==> config.mk <==
export PLATFORM = sky130hd
export DESIGN_NAME = tag_qpn_table
export DESIGN_NICKNAME = d
export VERILOG_FILES = /design/src/mr_ctl/tag_qpn_table.sv
export VERILOG_INCLUDE_DIRS = /design/src /design/src/common
export SDC_FILE = /design/constraint.sdc
export NUM_CORES = 2
export LEC_CHECK = 0
export ABC_AREA = 1
export BUFFER_PORTS_ARGS = -buffer_cell sky130_fd_sc_hd__buf_2
export CORE_MARGIN = 1
export CORE_UTILIZATION = 24
export CTS_CLUSTER_DIAMETER = 100
export DETAILED_ROUTE_END_ITERATION = 10
export PLACE_DENSITY_LB_ADDON = 0.08
export SLEW_MARGIN = 30
export SYNTH_ARGS = -nofsm -noshare
export SYNTH_HDL_FRONTEND = slang
export SYNTH_SLANG_ARGS = --single-unit
==> constraint.sdc <==
create_clock -name clk -period 159.7 [get_ports clk]
set_input_delay 15.97 -clock clk [delete_from_list [all_inputs] [get_ports clk]]
set_output_delay 15.97 -clock clk [all_outputs]
set_load 0.02 [all_outputs]
==> src/common/mr_ctl_defs.svh <==
`ifndef MR_CTL_DEFS_SVH
`define MR_CTL_DEFS_SVH

// Client channels and channel field width
`define MR_CHNL_NUM         5
`define MR_CHNL_LOG         3

// 32 outstanding requests per channel
`define MR_LOCAL_TAG_LOG    5
`define MR_TAG_LOG          8

`define MR_QPN_LOG          8

// 16-entry MR table
`define MR_KEY_LOG          4

`define MR_OFFSET_WIDTH     32
`define MR_ADDR_WIDTH       48

// Error bit above the physical address
`define MR_RESP_DATA_WIDTH  49

// QPN above the zero-extended local tag
`define MR_RESP_HEAD_WIDTH  16

`endif

==> src/mr_ctl/tag_qpn_table.sv <==
`timescale 1ns/100ps
`include "mr_ctl_defs.svh"

module tag_qpn_table (
    input  logic                     clk,
    input  logic                     rst,
    input  logic                     wr_en,
    input  logic [`MR_TAG_LOG-1:0]   wr_tag,
    input  logic [`MR_QPN_LOG-1:0]   wr_qpn,
    input  logic [`MR_TAG_LOG-1:0]   rd_tag,
    input  logic                     rd_done,
    output logic [`MR_QPN_LOG-1:0]   rd_qpn
);

    localparam int DEPTH = 1 << `MR_TAG_LOG;

    logic [DEPTH-1:0][`MR_QPN_LOG-1:0] qpn_mem;
    logic [DEPTH-1:0]                  busy;

    always_ff @(posedge clk or posedge rst) begin
        if (rst) begin
            qpn_mem <= '0;
            busy    <= '0;
        end else begin
            if (rd_done) begin
                busy[rd_tag] <= 1'b0;
            end
            if (wr_en) begin
                qpn_mem[wr_tag] <= wr_qpn;
                busy[wr_tag]    <= 1'b1;
            end
        end
    end

    assign rd_qpn = qpn_mem[rd_tag];

    // Tag reuse only after the dispatcher has handed the old response out
    a_no_reuse: assert property (@(posedge clk) disable iff (rst)
        wr_en |-> !busy[wr_tag]);

endmodule

==> impl_metrics.json <==
{
  "clkPwrFrac_pct": 47.0,
  "synthCells": 11500,
  "gp_congestion": 0.777,
  "cp_top_family": "buffers and inverters",
  "wl_per_cell_um": 22.2,
  "regToRegSetupSlack_ps": 158970,
  "path_max_fanout": 161,
  "rsz0062_at_grt": "false",
  "grt_overflow": 0,
  "p_per_area_nw_per_um2": 11.9,
  "placementRows": 228,
  "io_buffer_count": 34,
  "cts_hold_buf": 0,
  "seqPwrFrac_pct": 44.3,
  "synth_nets": 11600,
  "yosysTopAreaCellShare_pct": 54.8,
  "rr_startpoint": "qpn_mem[1471]",
  "via_count": 78200,
  "crit_path_max_incr_delay_ps": 840,
  "ys_seq_elements": 2048,
  "setup.worst_path.end_class": "output pin",
  "crit_type": "in -> out",
  "die_h_um": 626,
  "fin_nets": 11100,
  "cp.depth": 16,
  "crit_required_ps": 143730,
  "p_sw_mw": 0.332,
  "area_growth_pct": 13.0,
  "die-width_um": 626,
  "cts_buffers": 263,
  "drc": 0,
  "cts_tree": "done",
  "hold_violations": 0,
  "cp.arrival_ps": 21450,
  "largest_register": "qpn_mem",
  "cts.sinks": 2048,
  "hold_start": "qpn_mem[567]",
  "crit_top_cell": "nand3_1",
  "fmax_mhz": 26.7,
  "internal-power_mw": 0.924,
  "reg2regPathDepth": 2,
  "io_pins": 36,
  "p_total_mw": 1.26,
  "grt_first_pass_wirelength_mm": 536,
  "whs_path_depth": 2,
  "top_regs": "qpn_mem: 2048 flops",
  "synth_area_um2": 93500,
  "firstDrtPassIters": 6,
  "cap_viol_max_count": 0,
  "cp-start-kind": "input pin",
  "nFillCells": 41900,
  "antenna_left": 0,
  "hpwl_mm": 204,
  "post-route-period-util_pct": 23.4,
  "status": "complete, no violations",
  "ir_drop_v": 0.00000714,
  "wl_mm": 363,
  "grt_pass1_vias": 75000,
  "root_buffer": "clkbuf_16",
  "viasPerCell": 4.77,
  "die_area_um2": 392000,
  "switching_share_pct": 26.5,
  "max_slew_margin_pct": 28.5,
  "start_util_pct": 24.2,
  "path_cells": "buf_8 -> buf_4 -> buf_4 -> buf_4 -> buf_12 -> nand2_1 -> nand3_1 -> nand3_1 -> nand3_1 -> nand3_1 -> nand3_1 -> nand3_1 -> nand2_1 -> nand2_1 -> nand2_1 -> buf_2",
  "reg2reg_to": "qpn_mem[1471]",
  "p_leak_nw": 45.5,
  "synthTopCellsByArea": "dfrtp_1 55%, nand2_1 17%, nand3_1 11%",
  "synth.yosys.seq_area_share_pct": 54.8,
  "cts_resized": 0,
  "syn_avg_cell_area_um2": 8.10,
  "antenna_found_initial": 26,
  "finalMaxSlewViolations": 0,
  "tns_ps": 0,
  "drive_gt1_share_pct": 6.26,
  "utilization_pct": 27.3,
  "first_iter_violations": 7657,
  "clkTransAtPathRegs_ps": 40,
  "fin_ws_ps": 122280,
  "core-area_um2": 387000,
  "dpl_worst_slack_ps": 122330,
  "grt_start_max_net_pins": 191,
  "yosysWarnings": 0,
  "setup_viol": 0,
  "grt.total_usage_pct": 18.2,
  "worst_pin_slew_ps": 1070,
  "p_comb_share_pct": 8.7,
  "cts_setup_buffers": 0,
  "clockBufferDepth": 4,
  "hold_path.class": "reg -> reg",
  "yosys.cell_types.count": 21,
  "skew_ps": 0,
  "critPathBufInv": 6,
  "yosysTopAreaCell": "dfrtp_1",
  "finalCriticalPeriod_ps": 37420,
  "largest_reg_flops": 2048,
  "crit_path_top_delay_cell": "buf_4",
  "clock_latency_ps": 870,
  "hold-path-endpoint": "qpn_mem[567]",
  "htree_levels": 5
}
## metal layers
layer  GRT usage, %  vias up  part of all wire, %
met5              0        -                0.016
met4           5.14       10                  2.8
met3           2.35      441                  4.7
met2           28.4     1901                   44
met1           26.3    38700                   48
li1               -    37100                    -
## how the worst max path moves through the flow
stage,end,from,slack (ps)
finish,rd_qpn[5],rd_tag[0],122280
global route,rd_qpn[1],rd_tag[0],122030
CTS,rd_qpn[1],rd_tag[0],122330
detailed placement,rd_qpn[1],rd_tag[0],122330
global placement,rd_qpn[3],rd_tag[0],122220
floorplan,qpn_mem[0],rst,85880
## stage by stage
step	cells	hold slack, ps	cell area, um^2
6_report	16400	479	106000
5_1_grt	16400	494	106000
4_1_cts	16400	485	105000
3_5_place_dp	15900	472	97100
3_3_place_gp	15900	466	97000
2_1_floorplan	11500	453	93500
## placed cells by master, fill, tap and decap left out, types with 11 or more instances in the layout
master	Yosys	final
nand2_1	4301	4301
dfrtp_1	2048	2048
nand3_1	2016	2016
o21ai_0	1873	1873
clkbuf_16	0	271
o21ai_1	175	175
buf_4	44	117
clkbuf_1	497	83
nand2_2	66	66
clkbuf_8	0	57
nand2_4	38	38
buf_2	324	29
nor2_4	14	20
buf_6	43	15
clkinv_2	0	12
buf_12	0	11
## Yosys cell counts, drive strengths merged
cell    instances
dfrtp        2048
o21ai        2048
nor3            4
nor2           32
buf           464
nand3        2017
clkbuf        497
nand2        4405
inv            27
## power groups by stage
stage / combinational (mW) / sequential [mW] / clock [mW]
CTS: 0.112 / 0.556 / 0.611
floorplan: 0.0700 / 0.566 / 0
detailed placement: 0.112 / 0.565 / 0
global placement: 0.111 / 0.565 / 0
global route: 0.123 / 0.559 / 0.630
finish: 0.110 / 0.557 / 0.590
## tightest hold or removal path, stage by stage (launching register included)
cell     delay (ps)
dfrtp_1         340
nand2_1          50
o21ai_0          50
## cell type report
type / instances / area (um^2) / area share (%)
Inverter: 27 / 211 / 0.200
Antenna cell: 10 / 25.0 / 0.0237
Tap cell: 5175 / 6470 / 6.13
Multi-Input combinational cell: 8506 / 37700 / 35.7
Sequential cell: 2048 / 51200 / 48.5
Timing Repair Buffer: 182 / 1650 / 1.56
Clock inverter: 33 / 474 / 0.449
Clock buffer: 411 / 7880 / 7.46
## cell families after synthesis
group	Yosys count	synth area share (%)
compound gates	2048	11.0
simple gates	6458	29.3
flops	2048	54.8
buf+inv	988	4.95
(Power assumes the default switching activity.)
