**config.mk**
```make
export PLATFORM = sky130hd
export DESIGN_NAME = mr_req_sched
export DESIGN_NICKNAME = d
export VERILOG_FILES = /design/src/common/mr_ctl_pkg.sv /design/src/mr_ctl/mr_req_sched.sv
export VERILOG_INCLUDE_DIRS = /design/src /design/src/common
export SDC_FILE = /design/constraint.sdc
export NUM_CORES = 1
export LEC_CHECK = 0
export ABC_AREA = 1
export BUFFER_PORTS_ARGS = -buffer_cell sky130_fd_sc_hd__buf_2
export CAP_MARGIN = 20
export CORE_ASPECT_RATIO = 1.2
export CORE_MARGIN = 2
export CORE_UTILIZATION = 51
export CTS_CLUSTER_DIAMETER = 100
export DETAILED_ROUTE_END_ITERATION = 12
export MAX_ROUTING_LAYER = met4
export PLACE_DENSITY = 0.82
export SYNTH_ARGS = -nofsm -noshare
export SYNTH_HDL_FRONTEND = slang
export SYNTH_SLANG_ARGS = --single-unit
```
**constraint.sdc**
```tcl
create_clock -name clk -period 8.3 [get_ports clk]
set_clock_uncertainty 0.1 [all_clocks]
set_input_delay 0.415 -clock clk [delete_from_list [all_inputs] [get_ports clk]]
set_output_delay 0.415 -clock clk [all_outputs]
set_load 0.01 [all_outputs]
```
**src/common/mr_ctl_defs.svh**
```systemverilog
`ifndef MR_CTL_DEFS_SVH
`define MR_CTL_DEFS_SVH

// Client channels and channel field width
`define MR_CHNL_NUM         5
`define MR_CHNL_LOG         3

// 32 outstanding requests per channel
`define MR_LOCAL_TAG_LOG    5
`define MR_TAG_LOG          8

`define MR_QPN_LOG          8

// 16-entry MR table
`define MR_KEY_LOG          4

`define MR_OFFSET_WIDTH     32
`define MR_ADDR_WIDTH       48

// Error bit above the physical address
`define MR_RESP_DATA_WIDTH  49

// QPN above the zero-extended local tag
`define MR_RESP_HEAD_WIDTH  16

`endif

```
**src/common/mr_ctl_pkg.sv**
```systemverilog
`include "mr_ctl_defs.svh"

package mr_ctl_pkg;

    typedef struct packed {
        logic [`MR_CHNL_LOG-1:0]      chnl;
        logic [`MR_LOCAL_TAG_LOG-1:0] local_tag;
    } mr_tag_fields_t;

    // Flat view indexes the tag-to-QPN table
    typedef union packed {
        logic [`MR_TAG_LOG-1:0] flat;
        mr_tag_fields_t         f;
    } mr_tag_u;

    // Channel numbering
    localparam int CHNL_SQ      = 0;
    localparam int CHNL_RQ      = 1;
    localparam int CHNL_TX_REQ  = 2;
    localparam int CHNL_RX_REQ  = 3;
    localparam int CHNL_RX_RESP = 4;

endpackage

```
**src/mr_ctl/mr_req_sched.sv**
```systemverilog
`timescale 1ns/100ps
`include "mr_ctl_defs.svh"

module mr_req_sched (
    input  logic                                                clk,
    input  logic                                                rst,
    input  logic [`MR_CHNL_NUM-1:0]                             req_valid,
    input  logic [`MR_CHNL_NUM-1:0][`MR_QPN_LOG-1:0]            req_qpn,
    input  logic [`MR_CHNL_NUM-1:0][`MR_KEY_LOG-1:0]            req_key,
    input  logic [`MR_CHNL_NUM-1:0][`MR_OFFSET_WIDTH-1:0]       req_offset,
    output logic [`MR_CHNL_NUM-1:0]                             req_ready,
    output logic                                                issue_valid,
    output mr_ctl_pkg::mr_tag_u                                 issue_tag,
    output logic [`MR_KEY_LOG-1:0]                              issue_key,
    output logic [`MR_OFFSET_WIDTH-1:0]                         issue_offset,
    input  logic                                                issue_ready,
    output logic                                                tbl_wr_en,
    output logic [`MR_TAG_LOG-1:0]                              tbl_wr_tag,
    output logic [`MR_QPN_LOG-1:0]                              tbl_wr_qpn,
    input  logic                                                release_valid,
    input  logic [`MR_CHNL_LOG-1:0]                             release_chnl
);

    localparam int NCH = `MR_CHNL_NUM;
    localparam int CL  = `MR_CHNL_LOG;
    localparam int LTL = `MR_LOCAL_TAG_LOG;

    logic [CL-1:0]            rr_ptr;
    logic [NCH-1:0][LTL-1:0]  tag_cnt;
    logic [NCH-1:0][LTL:0]    out_cnt;
    logic                     issue_free;
    logic                     grant_found;
    logic [CL-1:0]            grant_chnl;
    logic [NCH-1:0]           dec_vec;
    mr_ctl_pkg::mr_tag_u      new_tag;

    assign issue_free = !issue_valid || issue_ready;

    // Search starts at the pointer and skips channels at their tag limit
    always_comb begin
        int idx;
        grant_found = 1'b0;
        grant_chnl  = '0;
        for (int i = 0; i < NCH; i++) begin
            idx = (int'(rr_ptr) + i) % NCH;
            if (issue_free && !grant_found && req_valid[idx] &&
                int'(out_cnt[idx]) < (1 << LTL)) begin
                grant_found = 1'b1;
                grant_chnl  = CL'(idx);
            end
        end
    end

    assign req_ready = grant_found ? (NCH'(1) << grant_chnl) : '0;
    assign dec_vec   = release_valid ? (NCH'(1) << release_chnl) : '0;

    always_comb begin
        new_tag.f.chnl      = grant_chnl;
        new_tag.f.local_tag = tag_cnt[grant_chnl];
    end

    // QPN goes to the mapping table on the request handshake
    assign tbl_wr_en  = grant_found;
    assign tbl_wr_tag = new_tag.flat;
    assign tbl_wr_qpn = req_qpn[grant_chnl];

    always_ff @(posedge clk or posedge rst) begin
        if (rst) begin
            rr_ptr      <= '0;
            tag_cnt     <= '0;
            out_cnt     <= '0;
            issue_valid <= 1'b0;
        end else begin
            if (grant_found) begin
                rr_ptr              <= (grant_chnl == CL'(NCH - 1)) ? '0 : grant_chnl + 1'b1;
                tag_cnt[grant_chnl] <= tag_cnt[grant_chnl] + 1'b1;
                issue_valid         <= 1'b1;
            end else if (issue_ready) begin
                issue_valid <= 1'b0;
            end
            // Grant and release on one channel cancel out
            for (int c = 0; c < NCH; c++) begin
                if (req_ready[c] && !dec_vec[c]) begin
                    out_cnt[c] <= out_cnt[c] + 1'b1;
                end else if (dec_vec[c] && !req_ready[c]) begin
                    out_cnt[c] <= out_cnt[c] - 1'b1;
                end
            end
        end
    end

    always_ff @(posedge clk) begin
        if (grant_found) begin
            issue_tag    <= new_tag;
            issue_key    <= req_key[grant_chnl];
            issue_offset <= req_offset[grant_chnl];
        end
    end

    for (genvar c = 0; c < NCH; c++) begin : g_cnt_chk
        // A release must match an earlier grant from the same channel
        a_cnt_floor: assert property (@(posedge clk) disable iff (rst)
            dec_vec[c] |-> out_cnt[c] != '0);
    end

endmodule

```
==> metrics <==
Initial Utilization=0.517; number of H-tree levels=3; number of violations of the max-capacitance limit=0; most common cell after layout, fill and taps aside=sky130_fd_sc_hd__nand2_1; Post-Synth Simple-Gate Area=0.403; final cycle utilization of the critical path=0.851; Hold Path Class=input pin to flop; area of the placeable core=15,500 sq um; final hold viol count=0; clock insertion delay at the later pin of the skew report=between 0.3 and 0.4 ns; clock buffer depth=2; leading cell types in the layout, fill and taps excluded=519 x sky130_fd_sc_hd__nand2_1, 298 x sky130_fd_sc_hd__buf_2, 87 x sky130_fd_sc_hd__inv_1; Total GRT Usage=0.328; Required @ worst endpoint=8.44 ns; gate count of the mapped netlist=1,127; clock tree from TritonCTS=done; setup repair after global routing missed its margin=no; antenna violations before repair=6; number of distinct library cells after synthesis=44; Synth Net Count=between 1,000 and 1,500; grt total ovfl=0; slowest cell delay on critical path=0.71 ns; total number of nets in the final design=1,698; CTS Root Cell=sky130_fd_sc_hd__clkbuf_16; number of flops mapped to enable cells by yosys=44; multiplexer fraction of the synthesized cell area=0; sinks on the clock net=a little over 100; WL final=27.1 mm; number of slew-limit violations in the final report=0; status=completed; Vias=8,726; average wire per cell in the routed design=16.6 um; final setup vio count=0; xor and xnor area share after synthesis=0.0226; routability congestion estimate=between 0.9 and 1; Synth Register Bits=103; post-route setup TNS=0 ns; leading post-synthesis cells by cell area=sky130_fd_sc_hd__nand2_1 24%, sky130_fd_sc_hd__dfrtp_1 18%, sky130_fd_sc_hd__edfxtp_1 16%; Most used DFF post-synth=sky130_fd_sc_hd__dfrtp_1; slew of the pin with the lowest slew margin=between 0.6 and 0.7 ns; share of the synthesized area in the top cell type=0.243; height of the die=141 um; DRC errors left=0; Crit Path Category=flop to flop; Critical Path End Type=flop; kind of start point of the critical path=flop; timing-limited maximum frequency=142 MHz; total number of placement rows=50; biggest area consumer among synthesized cells=sky130_fd_sc_hd__nand2_1; Post-DRT Antenna Nets=0; depth of the most critical reg-to-reg path=38; synthesized area per cell=7.11 sq um; share of synthesized area occupied by flip-flops and latches=0.349; cell type of the slowest stage on the worst timing path=sky130_fd_sc_hd__dfrtp_1; adder and majority cell fraction of the synthesized area=0.0921; crit-path max FO=25; minimum clock period=7.06 ns; cell repeated most along the worst path=sky130_fd_sc_hd__inv_1; synthesized cell area=~8000 sq um; clock transition at the register clock pins on the worst setup and hold paths after CTS=0.08 ns; hold path depth=3; maximum number of pins on one net before global-route repair=55; YS warnings=0; overall die width=118 um; area overhead of the layout relative to synthesis=23.8%; Synth async-reset ratio=0.573; top-level I/O count=299; Compound-Gate Fraction of Synth Area=0.0589; via count of the first global-routing pass=8,023; number of buffers inserted during clock tree synthesis=9; half-perimeter wire length after detailed placement=~21 mm; total die area=16,700 sq um; share of cells above drive strength 1=0.285; worst rel slew slack=0.549; port bufs=298; number of DRC markers after the initial detailed-route iteration=674; routed vias/inst=around 5.4; combinational family with the most area after synthesis=simple AND/OR/NAND/NOR gates; detailed-router iteration count before antenna repair=8; worst endpoint data arrival time=between 7 and 8 ns; global-route wire length before repair=41.7 mm
-- registers in the layout (all words and copies together) (netlist names) --
register      flops
issue_key         4
tag_cnt          25
issue_valid       1
out_cnt          30
issue_offset     32
rr_ptr            3
issue_tag         8
-- cell families after synthesis --
family,after synthesis
adder cells (fa/ha/maj),56
flip-flops,103
AO/OA/AOI/OAI,80
buffers and inverters,136
AND/OR/NAND/NOR,733
XOR/XNOR,19
-- cells in the mapped netlist (all sizes together), types with 5 or more instances --
master and count:
a31oi 10, a21oi 16, nor2 57, dfrtp 59, clkbuf 6, xnor2 10
o211ai 7, or2 8, inv 101, xor2 9, edfxtp 44, o21ai 38
buf 29, ha 51, nand3 66, nand2 549, nand4 50, fa 5
-- final timing paths --
path | from | endpoint | slack (ns)
max reg2reg | rr_ptr[0] | out_cnt[11] | 1.24
max | rr_ptr[0] | out_cnt[11] | 1.24
min reg2reg | tag_cnt[23] | tag_cnt[23] | 0.38
min in group asynchronous | rst | out_cnt[24] | 0.41
max in group asynchronous | rst | rr_ptr[1] | 6.77
min | req_offset[130] | issue_offset[2] | 0.22
-- layer usage --
| layer | track usage | vias to the layer above | routed length [um] |
|---|---|---|---|
| met1 | 0.430 | 4057 | 11400 |
| met3 | 0.0615 | 54 | 2300 |
| met5 | - | - | 0 |
| met2 | 0.522 | 404 | 12600 |
| li1 | - | 4211 | - |
| met4 | 0.0965 | 0 | 702 |
-- through the flow --
stage / worst slack [ns] / utilization / cells / area (sq um) / hold WS [ns]
after floorplan: 1.61 / - / 1127 / 8020 / 0.349
after global placement: 1.58 / 0.620 / 1606 / 9620 / 0.229
after detailed placement: 1.31 / 0.620 / 1606 / 9620 / 0.231
after CTS: 1.28 / 0.639 / 1623 / 9910 / 0.217
after global routing: 0.590 / 0.640 / 1629 / 9920 / 0.235
final: 1.24 / 0.640 / 1629 / 9920 / 0.219
-- area by class of cell --
class | count | area (sq um)
fillers | 1493 | 5590
multi-input cells | 888 | 4620
flip-flops and latches | 103 | 2800
repair buffers | 307 | 1560
inverters | 101 | 384
well taps | 208 | 260
clock buffers | 9 | 225
clock inverters | 7 | 55.1
diodes | 6 | 15.0
-- repair_timing --
item | CTS | global route
buffers inserted | 0 | 0
hold buffers | 1 | 0
gates resized for setup | 0 | 0
hold endpoints to repair | 8 | 0
-- critical path: cells and delay by family (launching register included) --
kind	cells	cell delay, ns
buf+inv	7	0.84
xor+xnor	1	0.15
fa+ha+maj	5	1.50
compound gates	3	0.50
simple gates	22	3.13
flops	1	0.71
Power is not shown: default switching activity piles up to over one toggle a cycle in this logic, so the estimate is an artifact.
