==> src/common/mr_ctl_defs.svh <==
`ifndef MR_CTL_DEFS_SVH
`define MR_CTL_DEFS_SVH

// Client channels and channel field width
`define MR_CHNL_NUM         5
`define MR_CHNL_LOG         3

// 32 outstanding requests per channel
`define MR_LOCAL_TAG_LOG    5
`define MR_TAG_LOG          8

`define MR_QPN_LOG          8

// 16-entry MR table
`define MR_KEY_LOG          4

`define MR_OFFSET_WIDTH     32
`define MR_ADDR_WIDTH       48

// Error bit above the physical address
`define MR_RESP_DATA_WIDTH  49

// QPN above the zero-extended local tag
`define MR_RESP_HEAD_WIDTH  16

`endif

==> src/common/mr_ctl_pkg.sv <==
`include "mr_ctl_defs.svh"

package mr_ctl_pkg;

    typedef struct packed {
        logic [`MR_CHNL_LOG-1:0]      chnl;
        logic [`MR_LOCAL_TAG_LOG-1:0] local_tag;
    } mr_tag_fields_t;

    // Flat view indexes the tag-to-QPN table
    typedef union packed {
        logic [`MR_TAG_LOG-1:0] flat;
        mr_tag_fields_t         f;
    } mr_tag_u;

    // Channel numbering
    localparam int CHNL_SQ      = 0;
    localparam int CHNL_RQ      = 1;
    localparam int CHNL_TX_REQ  = 2;
    localparam int CHNL_RX_REQ  = 3;
    localparam int CHNL_RX_RESP = 4;

endpackage

==> src/mr_ctl/mr_rsp_dispatch.sv <==
`timescale 1ns/100ps
`include "mr_ctl_defs.svh"

module mr_rsp_dispatch (
    input  logic                                                 clk,
    input  logic                                                 rst,
    input  logic                                                 mr_rsp_valid,
    input  mr_ctl_pkg::mr_tag_u                                  mr_rsp_tag,
    input  logic [`MR_RESP_DATA_WIDTH-1:0]                       mr_rsp_data,
    output logic                                                 mr_rsp_ready,
    output logic [`MR_TAG_LOG-1:0]                               tbl_rd_tag,
    output logic                                                 tbl_rd_done,
    input  logic [`MR_QPN_LOG-1:0]                               tbl_rd_qpn,
    output logic [`MR_CHNL_NUM-1:0]                              rsp_valid,
    output logic [`MR_CHNL_NUM-1:0][`MR_RESP_HEAD_WIDTH-1:0]     rsp_head,
    output logic [`MR_CHNL_NUM-1:0][`MR_RESP_DATA_WIDTH-1:0]     rsp_data,
    input  logic [`MR_CHNL_NUM-1:0]                              rsp_ready,
    output logic                                                 release_valid,
    output logic [`MR_CHNL_LOG-1:0]                              release_chnl
);

    localparam int NCH = `MR_CHNL_NUM;
    localparam int CL  = `MR_CHNL_LOG;

    // Channel states share the channel number and idle sits just above
    localparam logic [CL-1:0] ST_IDLE = CL'(NCH);

    logic [CL-1:0]                     state;
    logic [CL-1:0]                     state_nxt;
    logic                              rsp_fire;
    mr_ctl_pkg::mr_tag_u               lat_tag;
    logic [`MR_RESP_DATA_WIDTH-1:0]    lat_data;

    always_ff @(posedge clk or posedge rst) begin
        if (rst) begin
            state <= ST_IDLE;
        end else begin
            state <= state_nxt;
        end
    end

    always_comb begin
        state_nxt = state;
        if (state == ST_IDLE) begin
            if (mr_rsp_valid) begin
                case (int'(mr_rsp_tag.f.chnl))
                    mr_ctl_pkg::CHNL_SQ,
                    mr_ctl_pkg::CHNL_RQ,
                    mr_ctl_pkg::CHNL_TX_REQ,
                    mr_ctl_pkg::CHNL_RX_REQ,
                    mr_ctl_pkg::CHNL_RX_RESP: state_nxt = mr_rsp_tag.f.chnl;
                    default:                  state_nxt = ST_IDLE;
                endcase
            end
        end else if (rsp_fire) begin
            state_nxt = ST_IDLE;
        end
    end

    always_ff @(posedge clk) begin
        if (state == ST_IDLE && mr_rsp_valid) begin
            lat_tag  <= mr_rsp_tag;
            lat_data <= mr_rsp_data;
        end
    end

    assign mr_rsp_ready = (state == ST_IDLE);
    assign rsp_fire     = |(rsp_valid & rsp_ready);

    // QPN lookup runs off the latched tag
    assign tbl_rd_tag    = lat_tag.flat;
    assign tbl_rd_done   = rsp_fire;
    assign release_valid = rsp_fire;
    assign release_chnl  = lat_tag.f.chnl;

    for (genvar c = 0; c < NCH; c++) begin : g_chnl
        assign rsp_valid[c] = (state == CL'(c));
        assign rsp_head[c]  = rsp_valid[c] ?
            {tbl_rd_qpn, {(`MR_TAG_LOG - `MR_LOCAL_TAG_LOG){1'b0}}, lat_tag.f.local_tag} : '0;
        assign rsp_data[c]  = rsp_valid[c] ? lat_data : '0;

        // Head depends on the mapping table staying put
        a_hold: assert property (@(posedge clk) disable iff (rst)
            rsp_valid[c] && !rsp_ready[c] |=>
                rsp_valid[c] && $stable(rsp_head[c]) && $stable(rsp_data[c]));
    end

endmodule

==> config.mk <==
export PLATFORM = sky130hd
export DESIGN_NAME = mr_rsp_dispatch
export DESIGN_NICKNAME = d
export VERILOG_FILES = /design/src/common/mr_ctl_pkg.sv /design/src/mr_ctl/mr_rsp_dispatch.sv
export VERILOG_INCLUDE_DIRS = /design/src /design/src/common
export SDC_FILE = /design/constraint.sdc
export NUM_CORES = 1
export LEC_CHECK = 0
export ABC_AREA = 1
export BUFFER_PORTS_ARGS = -buffer_cell sky130_fd_sc_hd__buf_2
export CORE_AREA = 2 2 162 164
export DETAILED_ROUTE_END_ITERATION = 8
export DIE_AREA = 0 0 164 166
export PLACE_DENSITY = 0.44
export SLEW_MARGIN = 20
export SYNTH_ARGS = -nofsm -noshare
export SYNTH_HDL_FRONTEND = slang
export SYNTH_SLANG_ARGS = --single-unit
export TNS_END_PERCENT = 100
==> constraint.sdc <==
create_clock -name clk -period 3.2 [get_ports clk]
set_input_delay 0.32 -clock clk [delete_from_list [all_inputs] [get_ports clk]]
set_output_delay 0.32 -clock clk [all_outputs]
set_load 0.02 [all_outputs]
==> results.sh, run 1 <==
export IMPL_layout_common_cells="buf_2 (401), nor2_1 (296), inv_1 (71)"
export IMPL_grt_pass1_vias=4326
export IMPL_die_width_um=164
export IMPL_grt_pass1_wl_um=25300
export IMPL_initial_core_util=0.150
export IMPL_drt_pass1_iterations=4
export IMPL_p_leak_nw=4.03
export IMPL_cts_sinks=60
export IMPL_crit_fanout=41
export IMPL_wl_um=17600
export IMPL_layout_min_cycle_time_ns=2.57
export IMPL_grt_usage=0.124
export IMPL_wl_per_cell_um=14.0
export IMPL_clock_latency_ns=0.33
export IMPL_yosys_area_top_type="edfxtp_1"
export IMPL_drc=0
export IMPL_finalCritPeriodShare=0.802
export IMPL_worstPathRequired_ns=2.88
export IMPL_num_rows=59
export IMPL_fin_worst_skew_ns=0.00511
export IMPL_final_common_cell="buf_2"
export IMPL_crit_chain="inv_1 > nand3_4 > buf_4 > nor2_1 > buf_2"
export IMPL_ys_top_cells_by_area="edfxtp_1 (45%), nor2_1 (29%), inv_1 (7.0%)"
export IMPL_cts_made_buffers=9
export IMPL_port_buffers=401
export IMPL_clk_pin_slew_worst_paths_ns=0.06
export IMPL_cts_tree="built"
export IMPL_timing_max_cap_violations=0
export IMPL_htreeDepth=3
export IMPL_diodes=0
export IMPL_drt_iter0_drc=235
export IMPL_vias=4679
export IMPL_cts_setup_buffers=0
export IMPL_die_area_um2=27200
export IMPL_synthesis_area_um2=3840
export IMPL_crit_path_start_kind="flip-flop"
export IMPL_crit_path_max_incr_delay_ns=0.48
export IMPL_synth_seq_cells=60
export IMPL_status="finished clean"
export IMPL_ios=417
export IMPL_grt_busiest_layer="met2"
export IMPL_crit_path_end_kind="output pin"
export IMPL_fin_ws_ns=0.633
export IMPL_setup_viol=0
export IMPL_post_dp_hpwl_um=13600
export IMPL_cp_arrival_ns=2.25
export IMPL_synth_area_per_cell_um2=7.31
export IMPL_place_ws_ns=0.940
export IMPL_tightest_slew_ns=0.827
export IMPL_ys_types=21
export IMPL_hold_viol=0
export IMPL_synth_top_area_frac=0.445
export IMPL_nets=985
export IMPL_yosysWarnings=0
export IMPL_area_delta_synth_final_pct=65.6
export IMPL_hp_class="input pin to flip-flop"
export IMPL_clockBufferDepth=2
export IMPL_core_area_um2=25600
export IMPL_root_buffer="clkbuf_16"
export IMPL_use_met2=0.232
export IMPL_die_h_um=166
export IMPL_ir_drop_mv=0.310
export IMPL_gp_congestion=0.765
export IMPL_slew_viol_final=0
export IMPL_rsz0062_at_grt="no"
export IMPL_overflow=0
export IMPL_critPathSlowestCell="nand3_4"
export IMPL_finalSetupTns_ns=0
export IMPL_antenna_found_initial=2
export IMPL_p_per_area_nw_per_um2=851
export IMPL_detail_route_antenna_nets=0
export IMPL_grt_max_degree=63
export IMPL_grt_use_met3=0.0275
export IMPL_final_layout_size_suffix_gt1_frac=0.496
export IMPL_syn_inst=526
export IMPL_synth_seq_area_share=0.465
export IMPL_maxSlewHeadroom=0.448
export IMPL_critPathKind="flip-flop to output pin"
export IMPL_avgViaCountPerCell=3.74
export IMPL_grt_util_met1=0.138
export IMPL_timing_fmax_ghz=0.390
-- critical path: cells and delay by family (launching register included) --
kind / cells / cell delay (ns)
simple gates: 2 / 0.60
flops: 1 / 0.46
buf+inv: 3 / 0.83
-- flip-flops by register name, indices dropped and copies added, names as in the netlist --
signal	flops
lat_data	49
state	3
tbl_rd_tag	8
-- cells in the mapped netlist, drive strengths merged --
master    n
nor3      3
inv      76
buf      49
and3      1
nand3     5
dfstp     2
dfrtp     1
conb      1
edfxtp   57
nand2    13
a21oi     1
nor2    313
nand4     4
-- path summary, 6_finish.rpt --
kind / slack [ns] / start / cells after the start / to
max: 0.63 / state[1]$_DFFE_PP0P_ / 5 / rsp_head[20]
min in group asynchronous: 0.40 / rst / 3 / state[1]$_DFFE_PP0P_
max in group asynchronous: 2.59 / rst / 3 / state[2]$_DFFE_PP1P_
min: 0.16 / mr_rsp_data[32] / 1 / lat_data[32]$_DFFE_PP_
min reg2reg: 0.58 / state[0]$_DFFE_PP1P_ / 2 / state[0]$_DFFE_PP1P_
max reg2reg: 1.28 / state[0]$_DFFE_PP1P_ / 5 / lat_data[44]$_DFFE_PP_
-- power breakdown --
part	internal (W)	switching (W)	leakage, nW
clock	0.000688	0.000406	0.158
combinational	0.000804	0.00234	3.31
sequential	0.00110	0.0000808	0.564
total	0.00259	0.00283	4.03
-- per-layer routing --
metal / up-vias / wire length (µm)
met4: 0 / 309
met1: 2078 / 7000
met3: 22 / 1230
met5: - / 0
met2: 284 / 9040
li1: 2295 / -
-- what timing repair did --
item                                   CTS  global route
hold buffers                             1             0
gates resized for setup                  0             0
endpoints found under the hold margin    1             0
-- cell type report --
cell class	count	area (µm²)
fillers	2926	19200
clock inverters	7	98.8
multi-input cells	355	1460
repair buffers	410	2090
well taps	335	419
clock buffers	9	225
flip-flops and latches	60	1790
inverters	76	288
-- metrics by stage --
step	hold slack (ns)	instance area (µm²)	instances	total power (W)	util
floorplan	0.0722	3900	540	0.00329	-
global placement	0.190	6030	1235	0.00440	0.236
CTS	0.133	6370	1252	0.00552	0.249
finish	0.157	6370	1252	0.00542	0.249
global route	0.134	6370	1252	0.00578	0.249
detailed placement	0.190	6030	1235	0.00438	0.236
-- kinds of logic (layout without fill, tap and decap cells) --
kind of cell    count (synthesis)  count (layout)  share of synthesized area
compound gates                  1               1                    0.00130
flops                          60              60                      0.465
buf+inv                       125             502                      0.171
simple gates                  339             339                      0.362
other cells                     1              15                   0.000975
Power figures use the tool's default switching activity.
==> run 2: changes to the inputs <==
--- a/config.mk
+++ b/config.mk
@@ -8,10 +8,10 @@
 export LEC_CHECK = 0
 export ABC_AREA = 1
 export BUFFER_PORTS_ARGS = -buffer_cell sky130_fd_sc_hd__buf_2
-export CORE_AREA = 2 2 162 164
+export CORE_AREA = 2 2 160 162
 export DETAILED_ROUTE_END_ITERATION = 8
-export DIE_AREA = 0 0 164 166
-export PLACE_DENSITY = 0.44
+export DIE_AREA = 0 0 162 164
+export PLACE_DENSITY = 0.46
 export SLEW_MARGIN = 20
 export SYNTH_ARGS = -nofsm -noshare
 export SYNTH_HDL_FRONTEND = slang
==> constraint.sdc (replaced) <==
create_clock -name clk -period 2.3 [get_ports clk]
set_input_delay 0.23 -clock clk [delete_from_list [all_inputs] [get_ports clk]]
set_output_delay 0.23 -clock clk [all_outputs]
set_load 0.02 [all_outputs]
==> results.sh, run 2 (synthesis gave the netlist of run 1 again) <==
export IMPL_cp_arrival_ns=1.97
export IMPL_drt_iter0_drc=188
export IMPL_ir_drop_mv=0.583
export IMPL_overflow=0
export IMPL_cts_sinks=60
export IMPL_reg2reg_slack_ns=0.45
export IMPL_layout_min_cycle_time_ns=2.20
export IMPL_final_common_cell="buf_2"
export IMPL_area_delta_synth_final_pct=67.7
export IMPL_largest_register_ffs=49
export IMPL_worstReg2RegEnd="lat_data[11]$_DFFE_PP_"
export IMPL_wl_met1_um=7100
export IMPL_detail_route_antenna_nets=0
export IMPL_setup_viol=0
export IMPL_clock_latency_ns=0.33
export IMPL_hp_start="mr_rsp_tag[4]"
export IMPL_cts_tree="built"
export IMPL_gp_congestion=0.747
export IMPL_n_fill_cell=2753
export IMPL_final_layout_size_suffix_gt1_frac=0.497
export IMPL_die_h_um=164
export IMPL_initial_core_util=0.155
export IMPL_critPathKind="flip-flop to output pin"
export IMPL_wl_um=17100
export IMPL_crit_fanout=43
export IMPL_drt_pass1_iterations=4
export IMPL_holdPathStages=1
export IMPL_met3_length_um=1140
export IMPL_avgViaCountPerCell=3.75
export IMPL_wl_per_cell_um=13.7
export IMPL_hold_viol=0
export IMPL_worstPathRequired_ns=2.07
export IMPL_port_buffers=401
export IMPL_die_area_um2=26600
export IMPL_grt_usage=0.118
export IMPL_drc=0
export IMPL_timing_fmax_ghz=0.454
export IMPL_dr_wl_met2_um=8600
export IMPL_p_leak_nw=4.06
export IMPL_rsz0062_at_grt="yes"
export IMPL_timing_max_cap_violations=0
export IMPL_r2r_start="state[2]$_DFFE_PP1P_"
export IMPL_grt_pass1_wl_um=23500
export IMPL_diodes=0
export IMPL_grt_max_degree=64
export IMPL_top_layer_used="met4"
export IMPL_crit_path_end_kind="output pin"
export IMPL_p_per_area_nw_per_um2=1190
export IMPL_ios=417
export IMPL_finalCritPeriodShare=0.957
export IMPL_hold_slack_ns=0.0732
export IMPL_grt_pass1_vias=4082
export IMPL_nets=987
export IMPL_clockBufferDepth=2
export IMPL_fin_worst_skew_ns=0.00370
export IMPL_htreeDepth=3
export IMPL_die_width_um=162
export IMPL_core_area_um2=24800
export IMPL_post_dp_hpwl_um=12500
export IMPL_crit_path_start_kind="flip-flop"
export IMPL_cts_made_buffers=9
export IMPL_layout_common_cells="buf_2 (401), nor2_1 (296), inv_1 (71)"
export IMPL_clk_pin_slew_worst_paths_ns=0.06
export IMPL_antenna_found_initial=1
export IMPL_min_to="tbl_rd_tag[4]$_DFFE_PP_"
export IMPL_multi_input_area_um2=1470
export IMPL_power_w=0.00770
export IMPL_slew_viol_final=0
export IMPL_hp_class="input pin to flip-flop"
export IMPL_seq_area_um2=1790
export IMPL_status="finished clean"
export IMPL_rr_worst_depth=5
export IMPL_top_register="lat_data"
export IMPL_root_buffer="clkbuf_16"
export IMPL_vias=4683
export IMPL_num_rows=58
run 2: cell count changes in the layout (fill, tap and decap cells not counted), sizes merged:
cell,change
clkinvlp,+2
nand3,+1
inv,-4
buf,+1
bufinv,+2
run 2: worst max-delay path by stage:
stage,from,to,slack [ns],cells after the start
floorplan,state[0]$_DFFE_PP1P_,lat_data[0]$_DFFE_PP_,0.14,4
global placement,state[0]$_DFFE_PP1P_,rsp_data[181],0.42,5
detailed placement,state[1]$_DFFE_PP0P_,rsp_data[181],0.39,5
CTS,state[0]$_DFFE_PP1P_,rsp_data[181],0.01,5
global route,state[1]$_DFFE_PP0P_,rsp_data[90],-0.03,5
finish,state[1]$_DFFE_PP0P_,rsp_data[90],0.1,5
run 2: per-stage QoR:
stage           util  setup TNS, ns  std cells  area (µm²)  worst slack (ns)
4_1_cts        0.258              0       1246        6400            0.0104
5_1_grt        0.260         -0.202       1249        6450           -0.0283
3_3_place_gp   0.244              0       1229        6050             0.416
2_1_floorplan      -              0        540        3900             0.144
3_5_place_dp   0.244              0       1229        6050             0.394
6_report       0.260              0       1249        6450            0.0994
run 2: report_power, final:
part / switching [W] / total [W] / internal (W)
registers: 0.000101 / 0.00163 / 0.00153
logic: 0.00331 / 0.00451 / 0.00119
clock network: 0.000505 / 0.00156 / 0.00105
run 2: timing repair:
item	CTS	global route
resized for setup	0	5
setup endpoints to repair	0	102
hold buffers	1	0
endpoints found under the hold margin	3	0
setup buffers	0	2
run 2: cell type report:
cell class / instances / area share
Timing Repair Buffer: 411 / 0.329
Clock buffer: 9 / 0.0349
Clock inverter: 7 / 0.0179
Multi-Input combinational cell: 356 / 0.228
Inverter: 76 / 0.0489
Tap cell: 330 / 0.0640
Sequential cell: 60 / 0.278
run 2: layer usage:
layer,track usage,up-vias
met5,0,-
met4,0.0358,0
li1,-,2304
met2,0.221,295
met1,0.130,2070
met3,0.0311,14
run 2: critical path, stage by stage, from the launching register on:
cell and delay [ns]:
dfrtp_1 0.45, inv_1 0.33, nand3_4 0.26, buf_12 0.26
nor2_1 0.12, buf_2 0.18
