--- src/common/mr_ctl_defs.svh ---
`ifndef MR_CTL_DEFS_SVH
`define MR_CTL_DEFS_SVH

// Client channels and channel field width
`define MR_CHNL_NUM         5
`define MR_CHNL_LOG         3

// 32 outstanding requests per channel
`define MR_LOCAL_TAG_LOG    5
`define MR_TAG_LOG          8

`define MR_QPN_LOG          8

// 16-entry MR table
`define MR_KEY_LOG          4

`define MR_OFFSET_WIDTH     32
`define MR_ADDR_WIDTH       48

// Error bit above the physical address
`define MR_RESP_DATA_WIDTH  49

// QPN above the zero-extended local tag
`define MR_RESP_HEAD_WIDTH  16

`endif

--- src/mr_ctl/mr_translate.sv ---
`timescale 1ns/100ps
`include "mr_ctl_defs.svh"

module mr_translate (
    input  logic                              clk,
    input  logic                              rst,
    input  logic                              cfg_wr_en,
    input  logic [`MR_KEY_LOG-1:0]            cfg_key,
    input  logic                              cfg_key_valid,
    input  logic [`MR_ADDR_WIDTH-1:0]         cfg_base,
    input  logic [`MR_OFFSET_WIDTH-1:0]       cfg_len,
    input  logic                              issue_valid,
    input  logic [`MR_TAG_LOG-1:0]            issue_tag,
    input  logic [`MR_KEY_LOG-1:0]            issue_key,
    input  logic [`MR_OFFSET_WIDTH-1:0]       issue_offset,
    output logic                              issue_ready,
    output logic                              mr_rsp_valid,
    output logic [`MR_TAG_LOG-1:0]            mr_rsp_tag,
    output logic [`MR_RESP_DATA_WIDTH-1:0]    mr_rsp_data,
    input  logic                              mr_rsp_ready
);

    localparam int KN = 1 << `MR_KEY_LOG;

    logic [KN-1:0]                 tbl_valid;
    logic [`MR_ADDR_WIDTH-1:0]     tbl_base [KN];
    logic [`MR_OFFSET_WIDTH-1:0]   tbl_len  [KN];

    logic                          stall;
    logic                          s1_valid;
    logic [`MR_TAG_LOG-1:0]        s1_tag;
    logic [`MR_OFFSET_WIDTH-1:0]   s1_offset;
    logic                          s1_ent_valid;
    logic [`MR_ADDR_WIDTH-1:0]     s1_base;
    logic [`MR_OFFSET_WIDTH-1:0]   s1_len;
    logic                          s2_err;
    logic [`MR_ADDR_WIDTH-1:0]     s2_addr;

    // MR table, only the valid bits are cleared
    always_ff @(posedge clk or posedge rst) begin
        if (rst) begin
            tbl_valid <= '0;
        end else if (cfg_wr_en) begin
            tbl_valid[cfg_key] <= cfg_key_valid;
        end
    end

    always_ff @(posedge clk) begin
        if (cfg_wr_en) begin
            tbl_base[cfg_key] <= cfg_base;
            tbl_len[cfg_key]  <= cfg_len;
        end
    end

    // Everything freezes while the output is held
    assign stall       = mr_rsp_valid && !mr_rsp_ready;
    assign issue_ready = !stall;

    always_ff @(posedge clk or posedge rst) begin
        if (rst) begin
            s1_valid     <= 1'b0;
            mr_rsp_valid <= 1'b0;
        end else if (!stall) begin
            s1_valid     <= issue_valid;
            mr_rsp_valid <= s1_valid;
        end
    end

    // Stage 1 table read
    always_ff @(posedge clk) begin
        if (!stall && issue_valid) begin
            s1_tag       <= issue_tag;
            s1_offset    <= issue_offset;
            s1_ent_valid <= tbl_valid[issue_key];
            s1_base      <= tbl_base[issue_key];
            s1_len       <= tbl_len[issue_key];
        end
    end

    // Stage 2 range check and address sum
    assign s2_err  = !s1_ent_valid || (s1_offset >= s1_len);
    assign s2_addr = s1_base + {{(`MR_ADDR_WIDTH - `MR_OFFSET_WIDTH){1'b0}}, s1_offset};

    always_ff @(posedge clk) begin
        if (!stall && s1_valid) begin
            mr_rsp_tag  <= s1_tag;
            mr_rsp_data <= s2_err ? {1'b1, {`MR_ADDR_WIDTH{1'b0}}} : {1'b0, s2_addr};
        end
    end

endmodule

--- config.mk ---
export PLATFORM = sky130hd
export DESIGN_NAME = mr_translate
export DESIGN_NICKNAME = d
export VERILOG_FILES = /design/src/mr_ctl/mr_translate.sv
export VERILOG_INCLUDE_DIRS = /design/src /design/src/common
export SDC_FILE = /design/constraint.sdc
export NUM_CORES = 1
export LEC_CHECK = 0
export ABC_AREA = 1
export BUFFER_PORTS_ARGS = -buffer_cell sky130_fd_sc_hd__buf_2
export CELL_PAD_IN_SITES_DETAIL_PLACEMENT = 0
export CELL_PAD_IN_SITES_GLOBAL_PLACEMENT = 1
export CORE_AREA = 2 2 456 458
export DETAILED_ROUTE_END_ITERATION = 6
export DIE_AREA = 0 0 458 460
export PLACE_DENSITY = 0.57
export SYNTH_ARGS = -nofsm -noshare
export SYNTH_HDL_FRONTEND = slang
export SYNTH_SLANG_ARGS = --single-unit
--- constraint.sdc ---
create_clock -name clk -period 4.4 [get_ports clk]
set_clock_uncertainty 0.1 [all_clocks]
set_input_delay 0.22 -clock clk [delete_from_list [all_inputs] [get_ports clk]]
set_output_delay 0.22 -clock clk [all_outputs]
set_load 0.1 [all_outputs]
==> results.json, run 1 <==
{
  "status": "finished, final reports clean",
  "root_buffer": "clkbuf_16",
  "whs_ps": 26.32,
  "cellPowerDensity_mw_per_mm2": 438.1,
  "final-hold-violation-count": 0,
  "cp_data_required_time_ps": 4850,
  "met3_usage_pct": 2.971,
  "setup_tns_ps": 0,
  "die-area_mm2": 0.2107,
  "viasPerCell": 4.789,
  "timing.rr.end": "mr_rsp_data[47]",
  "startpoint_type": "input pin",
  "stdcell_count": 7782,
  "antenna_found_initial": 45,
  "clkTransAtPathRegs_ps": 60,
  "cts.repair.resized": 0,
  "layout-drive-gt1-share_pct": 9.866,
  "fillers": 20010,
  "cts_made_buffers": 158,
  "die_y_um": 460,
  "arrival_ps": 3490,
  "postSynthAreaPerCell_um2": 13.35,
  "nets": 5151,
  "yosys-top-cells-count": "1458 x edfxtp_1, 577 x inv_1, 456 x nand2_1, 384 x a21oi_1, 343 x o21ai_0",
  "synth_ff_type": "edfxtp_1",
  "ant_nets": 0,
  "drt-total-wl_um": 178900,
  "track_usage_pct": 16.73,
  "worstSkewPairLatency_ps": 810,
  "worst_slew_pin_slew_ps": 1268,
  "cp_max_fo": 59,
  "clk_path_buf_depth": 3,
  "reg2reg_depth": 10,
  "r2r_start": "s1_offset[25]",
  "post_synth_num_cell_types": 33,
  "crit_path_end": "s1_base[44]",
  "power_w": 0.03166,
  "synth_top_cell_by_area": "edfxtp_1",
  "cpMostUsedCell": "dlygate4sd3_1",
  "critPathKind": "input pin to register",
  "dp_cells": 7346,
  "holdBufCountCts": 150,
  "synth_seq_cells": 1476,
  "die_w_um": 458,
  "h-tree-depth": 4,
  "yosysWarningCount": 0,
  "wl_per_cell_um": 23.00,
  "coreArea_mm2": 0.2060,
  "synth_edf_count": 1458,
  "ios": 193,
  "grt-ovfl-total": 0,
  "async_reset_ff_share_pct": 1.220,
  "cp_slowest_cell": "dlygate4sd3_1",
  "finalCritPeriodShare_pct": 69.04,
  "grt_pass1_wl_um": 256800,
  "ys_seq_area_share_pct": 71.93,
  "grt_max_degree": 118,
  "min_period_ps": 3038,
  "synth_most_common_cell": "edfxtp_1",
  "grt_most_used_layer": "met2",
  "grt_pass1_vias": 36060,
  "cts_tree": "done",
  "maxSlewViolCount": 0,
  "drv_cap": 0,
  "hp-class": "input pin to asynchronous set/reset pin",
  "critical_path.startpoint": "issue_key[2]",
  "syn_inst": 4607,
  "first_pass_iters": 6,
  "gp_congestion": 0.8180,
  "grt_setup_unrepaired": "false",
  "crit_path_end_kind": "register",
  "post_cts_buffers": 0,
  "initial_utilization_pct": 29.85,
  "gr-usage-met1_pct": 23.75,
  "syn_nets": 4806,
  "cts_sinks": 1476,
  "post-route-drc-count": 0,
  "synth_top_cell_area_share_pct": 71.20,
  "synth_area_mm2": 0.06149,
  "slew-limit-headroom_pct": 15.23,
  "crit_chain": "dlygate4sd3_1, clkbuf_8, inv_6, buf_12, o211ai_1, nand3_1, dlygate4sd3_1, nand2_1, dlygate4sd3_1",
  "io_buffers": 192,
  "drt_iter0_drc": 3040,
  "max-vdd-ir-drop_mv": 0.3553,
  "met2_usage_pct": 26.60,
  "hpwlAfterDp_um": 102000,
  "rrSetupSlack_ps": 1760,
  "fmax_mhz": 329.2,
  "critPathMaxStageDelay_ps": 550,
  "fp-row-count": 167,
  "synth_area_leaders": "edfxtp_1 71%, mux2i_1 5.2%, o211ai_1 4.0%",
  "setup-violations-final": 0,
  "vias": 37270,
  "area_growth_pct": 17.52,
  "leakage_nw": 26.53
}
report_power, final:
| part | switching, W | leakage (nW) | internal, W | total [W] |
|---|---|---|---|---|
| sequential | 0.000189 | 13.5 | 0.0160 | 0.0162 |
| combinational | 0.00223 | 10.7 | 0.000830 | 0.00306 |
| clock | 0.00546 | 2.32 | 0.00698 | 0.0124 |
| total | 0.00788 | 26.5 | 0.0238 | 0.0317 |
placed cells by master, fill, tap and decap left out, drive strengths merged:
cell         Yosys  final
edfxtp        1458   1458
inv            579    587
nand2          456    456
a21oi          384    384
o21ai          370    370
o211ai         324    324
mux2i          320    320
buf             98    272
clkbuf         140    210
nand3          187    187
dlygate4sd3      0    150
nor2           138    138
ha              64     64
clkinv           1     53
xor2            20     20
nand4           19     19
dfrtp           18     18
diode            0     10
nor3            10     10
o21a             4      4
a21o             4      4
o21bai           4      4
clkinvlp         0      4
xnor2            3      3
bufinv           0      3
or2              2      2
nand3b           1      1
nor4             1      1
and2             1      1
fa               1      1
cells by family (layout without fill, tap and decap cells):
kind of cell / after synthesis / count (layout) / synth area share (%)
multiplexers: 320 / 320 / 5.209
adder cells (fa/ha/maj): 65 / 65 / 1.335
other: 0 / 10 / 0
flip-flops: 1476 / 1476 / 71.93
AND/OR/NAND/NOR: 815 / 815 / 5.476
buffers and inverters: 818 / 1279 / 5.482
AO/OA/AOI/OAI: 1090 / 1090 / 10.24
XOR/XNOR: 23 / 23 / 0.3276
registers in the layout (all words and copies together) (netlist names):
signal        flops
mr_rsp_tag        8
tbl_base        768
s1_valid          1
tbl_valid        16
s1_ent_valid      1
mr_rsp_valid      1
tbl_len         512
s1_offset        32
s1_base          48
mr_rsp_data      49
s1_tag            8
s1_len           32
stage by stage:
| stage | instance area (um^2) | util (%) | setup slack [ps] |
|---|---|---|---|
| 3_3_place_gp | 65980 | 32.02 | 1431 |
| 6_report | 72260 | 35.08 | 1362 |
| 2_1_floorplan | 61510 | - | -2398 |
| 4_1_cts | 72240 | 35.06 | 1404 |
| 5_1_grt | 72250 | 35.07 | 1286 |
| 3_5_place_dp | 65980 | 32.02 | 1435 |
critical path, delay by kind of cell:
kind                   cells  cell delay (ps)
buffers and inverters      6             2850
and+or+nand+nor            2              140
AOI/OAI and AO/OA          1              160
per-layer routing:
layer  share of wire (%)  wire length [um]  vias to the layer above
li1                    -                 -                    17430
met1                  47             83720                    18620
met2                  46             81720                      934
met3                 5.7             10160                      253
met4                 1.8              3151                       34
met5                0.11               205                        -
final cells by class:
class	count	area, um^2	area share, %
diodes	10	25.02	0.03463
clock buffers	209	4250	5.882
clock inverters	67	511.7	0.7082
inverters	580	2196	3.039
multi-input cells	2313	14010	19.39
flip-flops and latches	1476	44230	61.21
well taps	2704	3383	4.682
repair buffers	423	3652	5.054
worst min path at each step:
stage                           from             to  slack [ps]  cells after the start
floorplan                        rst   mr_rsp_valid          60                      1
global placement        issue_tag[5]      s1_tag[5]         300                      1
detailed placement      issue_tag[1]      s1_tag[1]         300                      1
CTS                              rst   tbl_valid[1]           8                      3
global route        issue_offset[19]  s1_offset[19]          60                      2
finish                           rst   tbl_valid[5]          30                      3
(Power assumes the default switching activity.)
==> run 2, diff against run 1 <==
--- a/config.mk
+++ b/config.mk
@@ -13,7 +13,7 @@
 export CORE_AREA = 2 2 456 458
 export DETAILED_ROUTE_END_ITERATION = 6
 export DIE_AREA = 0 0 458 460
-export PLACE_DENSITY = 0.57
+export PLACE_DENSITY = 0.59
 export SYNTH_ARGS = -nofsm -noshare
 export SYNTH_HDL_FRONTEND = slang
 export SYNTH_SLANG_ARGS = --single-unit
==> constraint.sdc (replaced) <==
create_clock -name clk -period 2.5 [get_ports clk]
set_clock_uncertainty 0.1 [all_clocks]
set_input_delay 0.125 -clock clk [delete_from_list [all_inputs] [get_ports clk]]
set_output_delay 0.125 -clock clk [all_outputs]
set_load 0.1 [all_outputs]
==> results.json, run 2 (synthesis gave the netlist of run 1 again) <==
{
  "status": "finished, final reports clean",
  "coreArea_mm2": 0.2060,
  "grt_max_degree": 91,
  "h-tree-depth": 4,
  "rrSetupSlack_ps": 100,
  "cp_data_required_time_ps": 2930,
  "initial_utilization_pct": 29.85,
  "fmax_mhz": 417.0,
  "ios": 193,
  "worstSkewPairLatency_ps": 810,
  "gp_congestion": 0.8622,
  "final_cell_mix": "1458 x edfxtp_1, 571 x inv_1, 450 x nand2_1",
  "reg2reg_depth": 9,
  "largest_reg_flops": 768,
  "wl_per_cell_um": 22.62,
  "timing.rr.end": "mr_rsp_data[22]",
  "critical_path.startpoint": "s1_offset[7]",
  "cts_tree": "done",
  "clk_path_buf_depth": 3,
  "power_w": 0.05647,
  "die_w_um": 458,
  "drv_cap": 0,
  "cp_max_fo": 49,
  "final_common_cell": "edfxtp_1",
  "nets": 5304,
  "r2r_start": "s1_offset[7]",
  "max-vdd-ir-drop_mv": 0.6901,
  "setup-violations-final": 0,
  "top_regs": "tbl_base (768), tbl_len (512), mr_rsp_data (49)",
  "die_y_um": 460,
  "antenna_found_initial": 55,
  "largest_register": "tbl_base",
  "critPathKind": "register to register",
  "fillers": 19800,
  "crit_path_end": "mr_rsp_data[22]",
  "finalCritPeriodShare_pct": 95.92,
  "hp-class": "input pin to register",
  "io_buffers": 192,
  "crit_path_end_kind": "register",
  "post-route-drc-count": 0,
  "cellPowerDensity_mw_per_mm2": 760.7,
  "arrival_ps": 2830,
  "clkTransAtPathRegs_ps": 60,
  "min_period_ps": 2398,
  "grt_setup_unrepaired": "true",
  "root_buffer": "clkbuf_16",
  "grt_pass1_vias": 36770,
  "first_pass_iters": 6,
  "maxSlewViolCount": 0,
  "worst_slew_pin_slew_ps": 886.3,
  "cts_sinks": 1476,
  "viasPerCell": 4.789,
  "final-hold-violation-count": 0,
  "whs_ps": 61.50,
  "area_growth_pct": 20.71,
  "fp-row-count": 167,
  "startpoint_type": "register",
  "cts_made_buffers": 158,
  "ant_nets": 0,
  "hpwlAfterDp_um": 110600,
  "die-area_mm2": 0.2107,
  "grt-ovfl-total": 0,
  "slew-limit-headroom_pct": 40.78,
  "drt-total-wl_um": 179600,
  "grt_pass1_wl_um": 258000,
  "drt_iter0_drc": 3163,
  "track_usage_pct": 16.76,
  "leakage_nw": 27.50,
  "layout-drive-gt1-share_pct": 12.58,
  "vias": 38040
}
[run 2: cell count changes in the layout (fill, tap and decap cells not counted), moves of 5 or more]
cell,change
clkbuf_1,-6
clkinv_1,+15
dlygate4sd3_1,+26
nand2_1,-6
nand2_2,+6
nor2_2,+9
nor2_1,-10
inv_1,-5
buf_4,+84
nand3_2,+5
nand3_1,-5
buf_12,+43
[run 2: what timing repair did]
| action | in CTS | in global routing |
|---|---|---|
| endpoints found under the hold margin | 1487 | 0 |
| hold buffers | 176 | 0 |
| setup endpoints to repair | 0 | 48 |
| gates resized for setup | 0 | 24 |
| buffers inserted | 0 | 0 |
[run 2: how the worst min path moves through the flow]
stage	start	endpoint	depth (start not counted)
final	cfg_key[3]	tbl_base[8][42]	5
after global placement	rst	s1_valid	3
after global routing	mr_rsp_ready	mr_rsp_valid	5
after detailed placement	rst	s1_valid	3
after CTS	cfg_key[3]	tbl_base[8][42]	5
after floorplan	rst	mr_rsp_valid	1
[run 2: layer usage]
layer	global-route usage, %	up-vias	share of wire, %
met3	3.282	288	5.7
met1	23.54	18980	47
met5	0	-	0.18
met4	4.575	50	2.4
met2	26.37	933	45
li1	-	17780	-
[run 2: cell type report]
type                       instances  area, um^2  area share, %
antenna                            9       22.52        0.03034
inverter                         580        2206          2.972
timing repair buffer             576        5404          7.280
clock inverter                    84       676.9         0.9119
sequential                      1476       44240          59.59
multi-input combinational       2313       14120          19.03
tap                             2704        3383          4.558
clock buffer                     200        4175          5.625
[run 2: metrics by stage]
| stage | TNS (ps) | utilization, % | std cells | setup slack, ps | area, um^2 |
|---|---|---|---|---|---|
| 2_1_floorplan | -429240 | - | 4607 | -1305 | 61670 |
| 3_3_place_gp | 0 | 32.77 | 7473 | 5.236 | 67520 |
| 3_5_place_dp | 0 | 32.77 | 7473 | 15.26 | 67520 |
| 4_1_cts | 0 | 35.98 | 7933 | 0.4490 | 74130 |
| 5_1_grt | -47.09 | 36.02 | 7937 | -14.11 | 74220 |
| 6_report | 0 | 36.03 | 7942 | 102.1 | 74230 |
[run 2: report_power, final]
part / switching, W / internal [W] / total [W]
combinational: 0.00409 / 0.00171 / 0.00580
sequential: 0.000272 / 0.0281 / 0.0284
clock: 0.00974 / 0.0126 / 0.0223
total: 0.0141 / 0.0424 / 0.0565
[run 2: critical path: stages (launching register included)]
cell and delay [ps]:
edfxtp_1 400, ha_1 320, nand2_1 80, nor2_1 160
nand4_1 220, nor2_2 240, nand2_1 80, nand4_1 140
buf_12 260, nor2_1 80
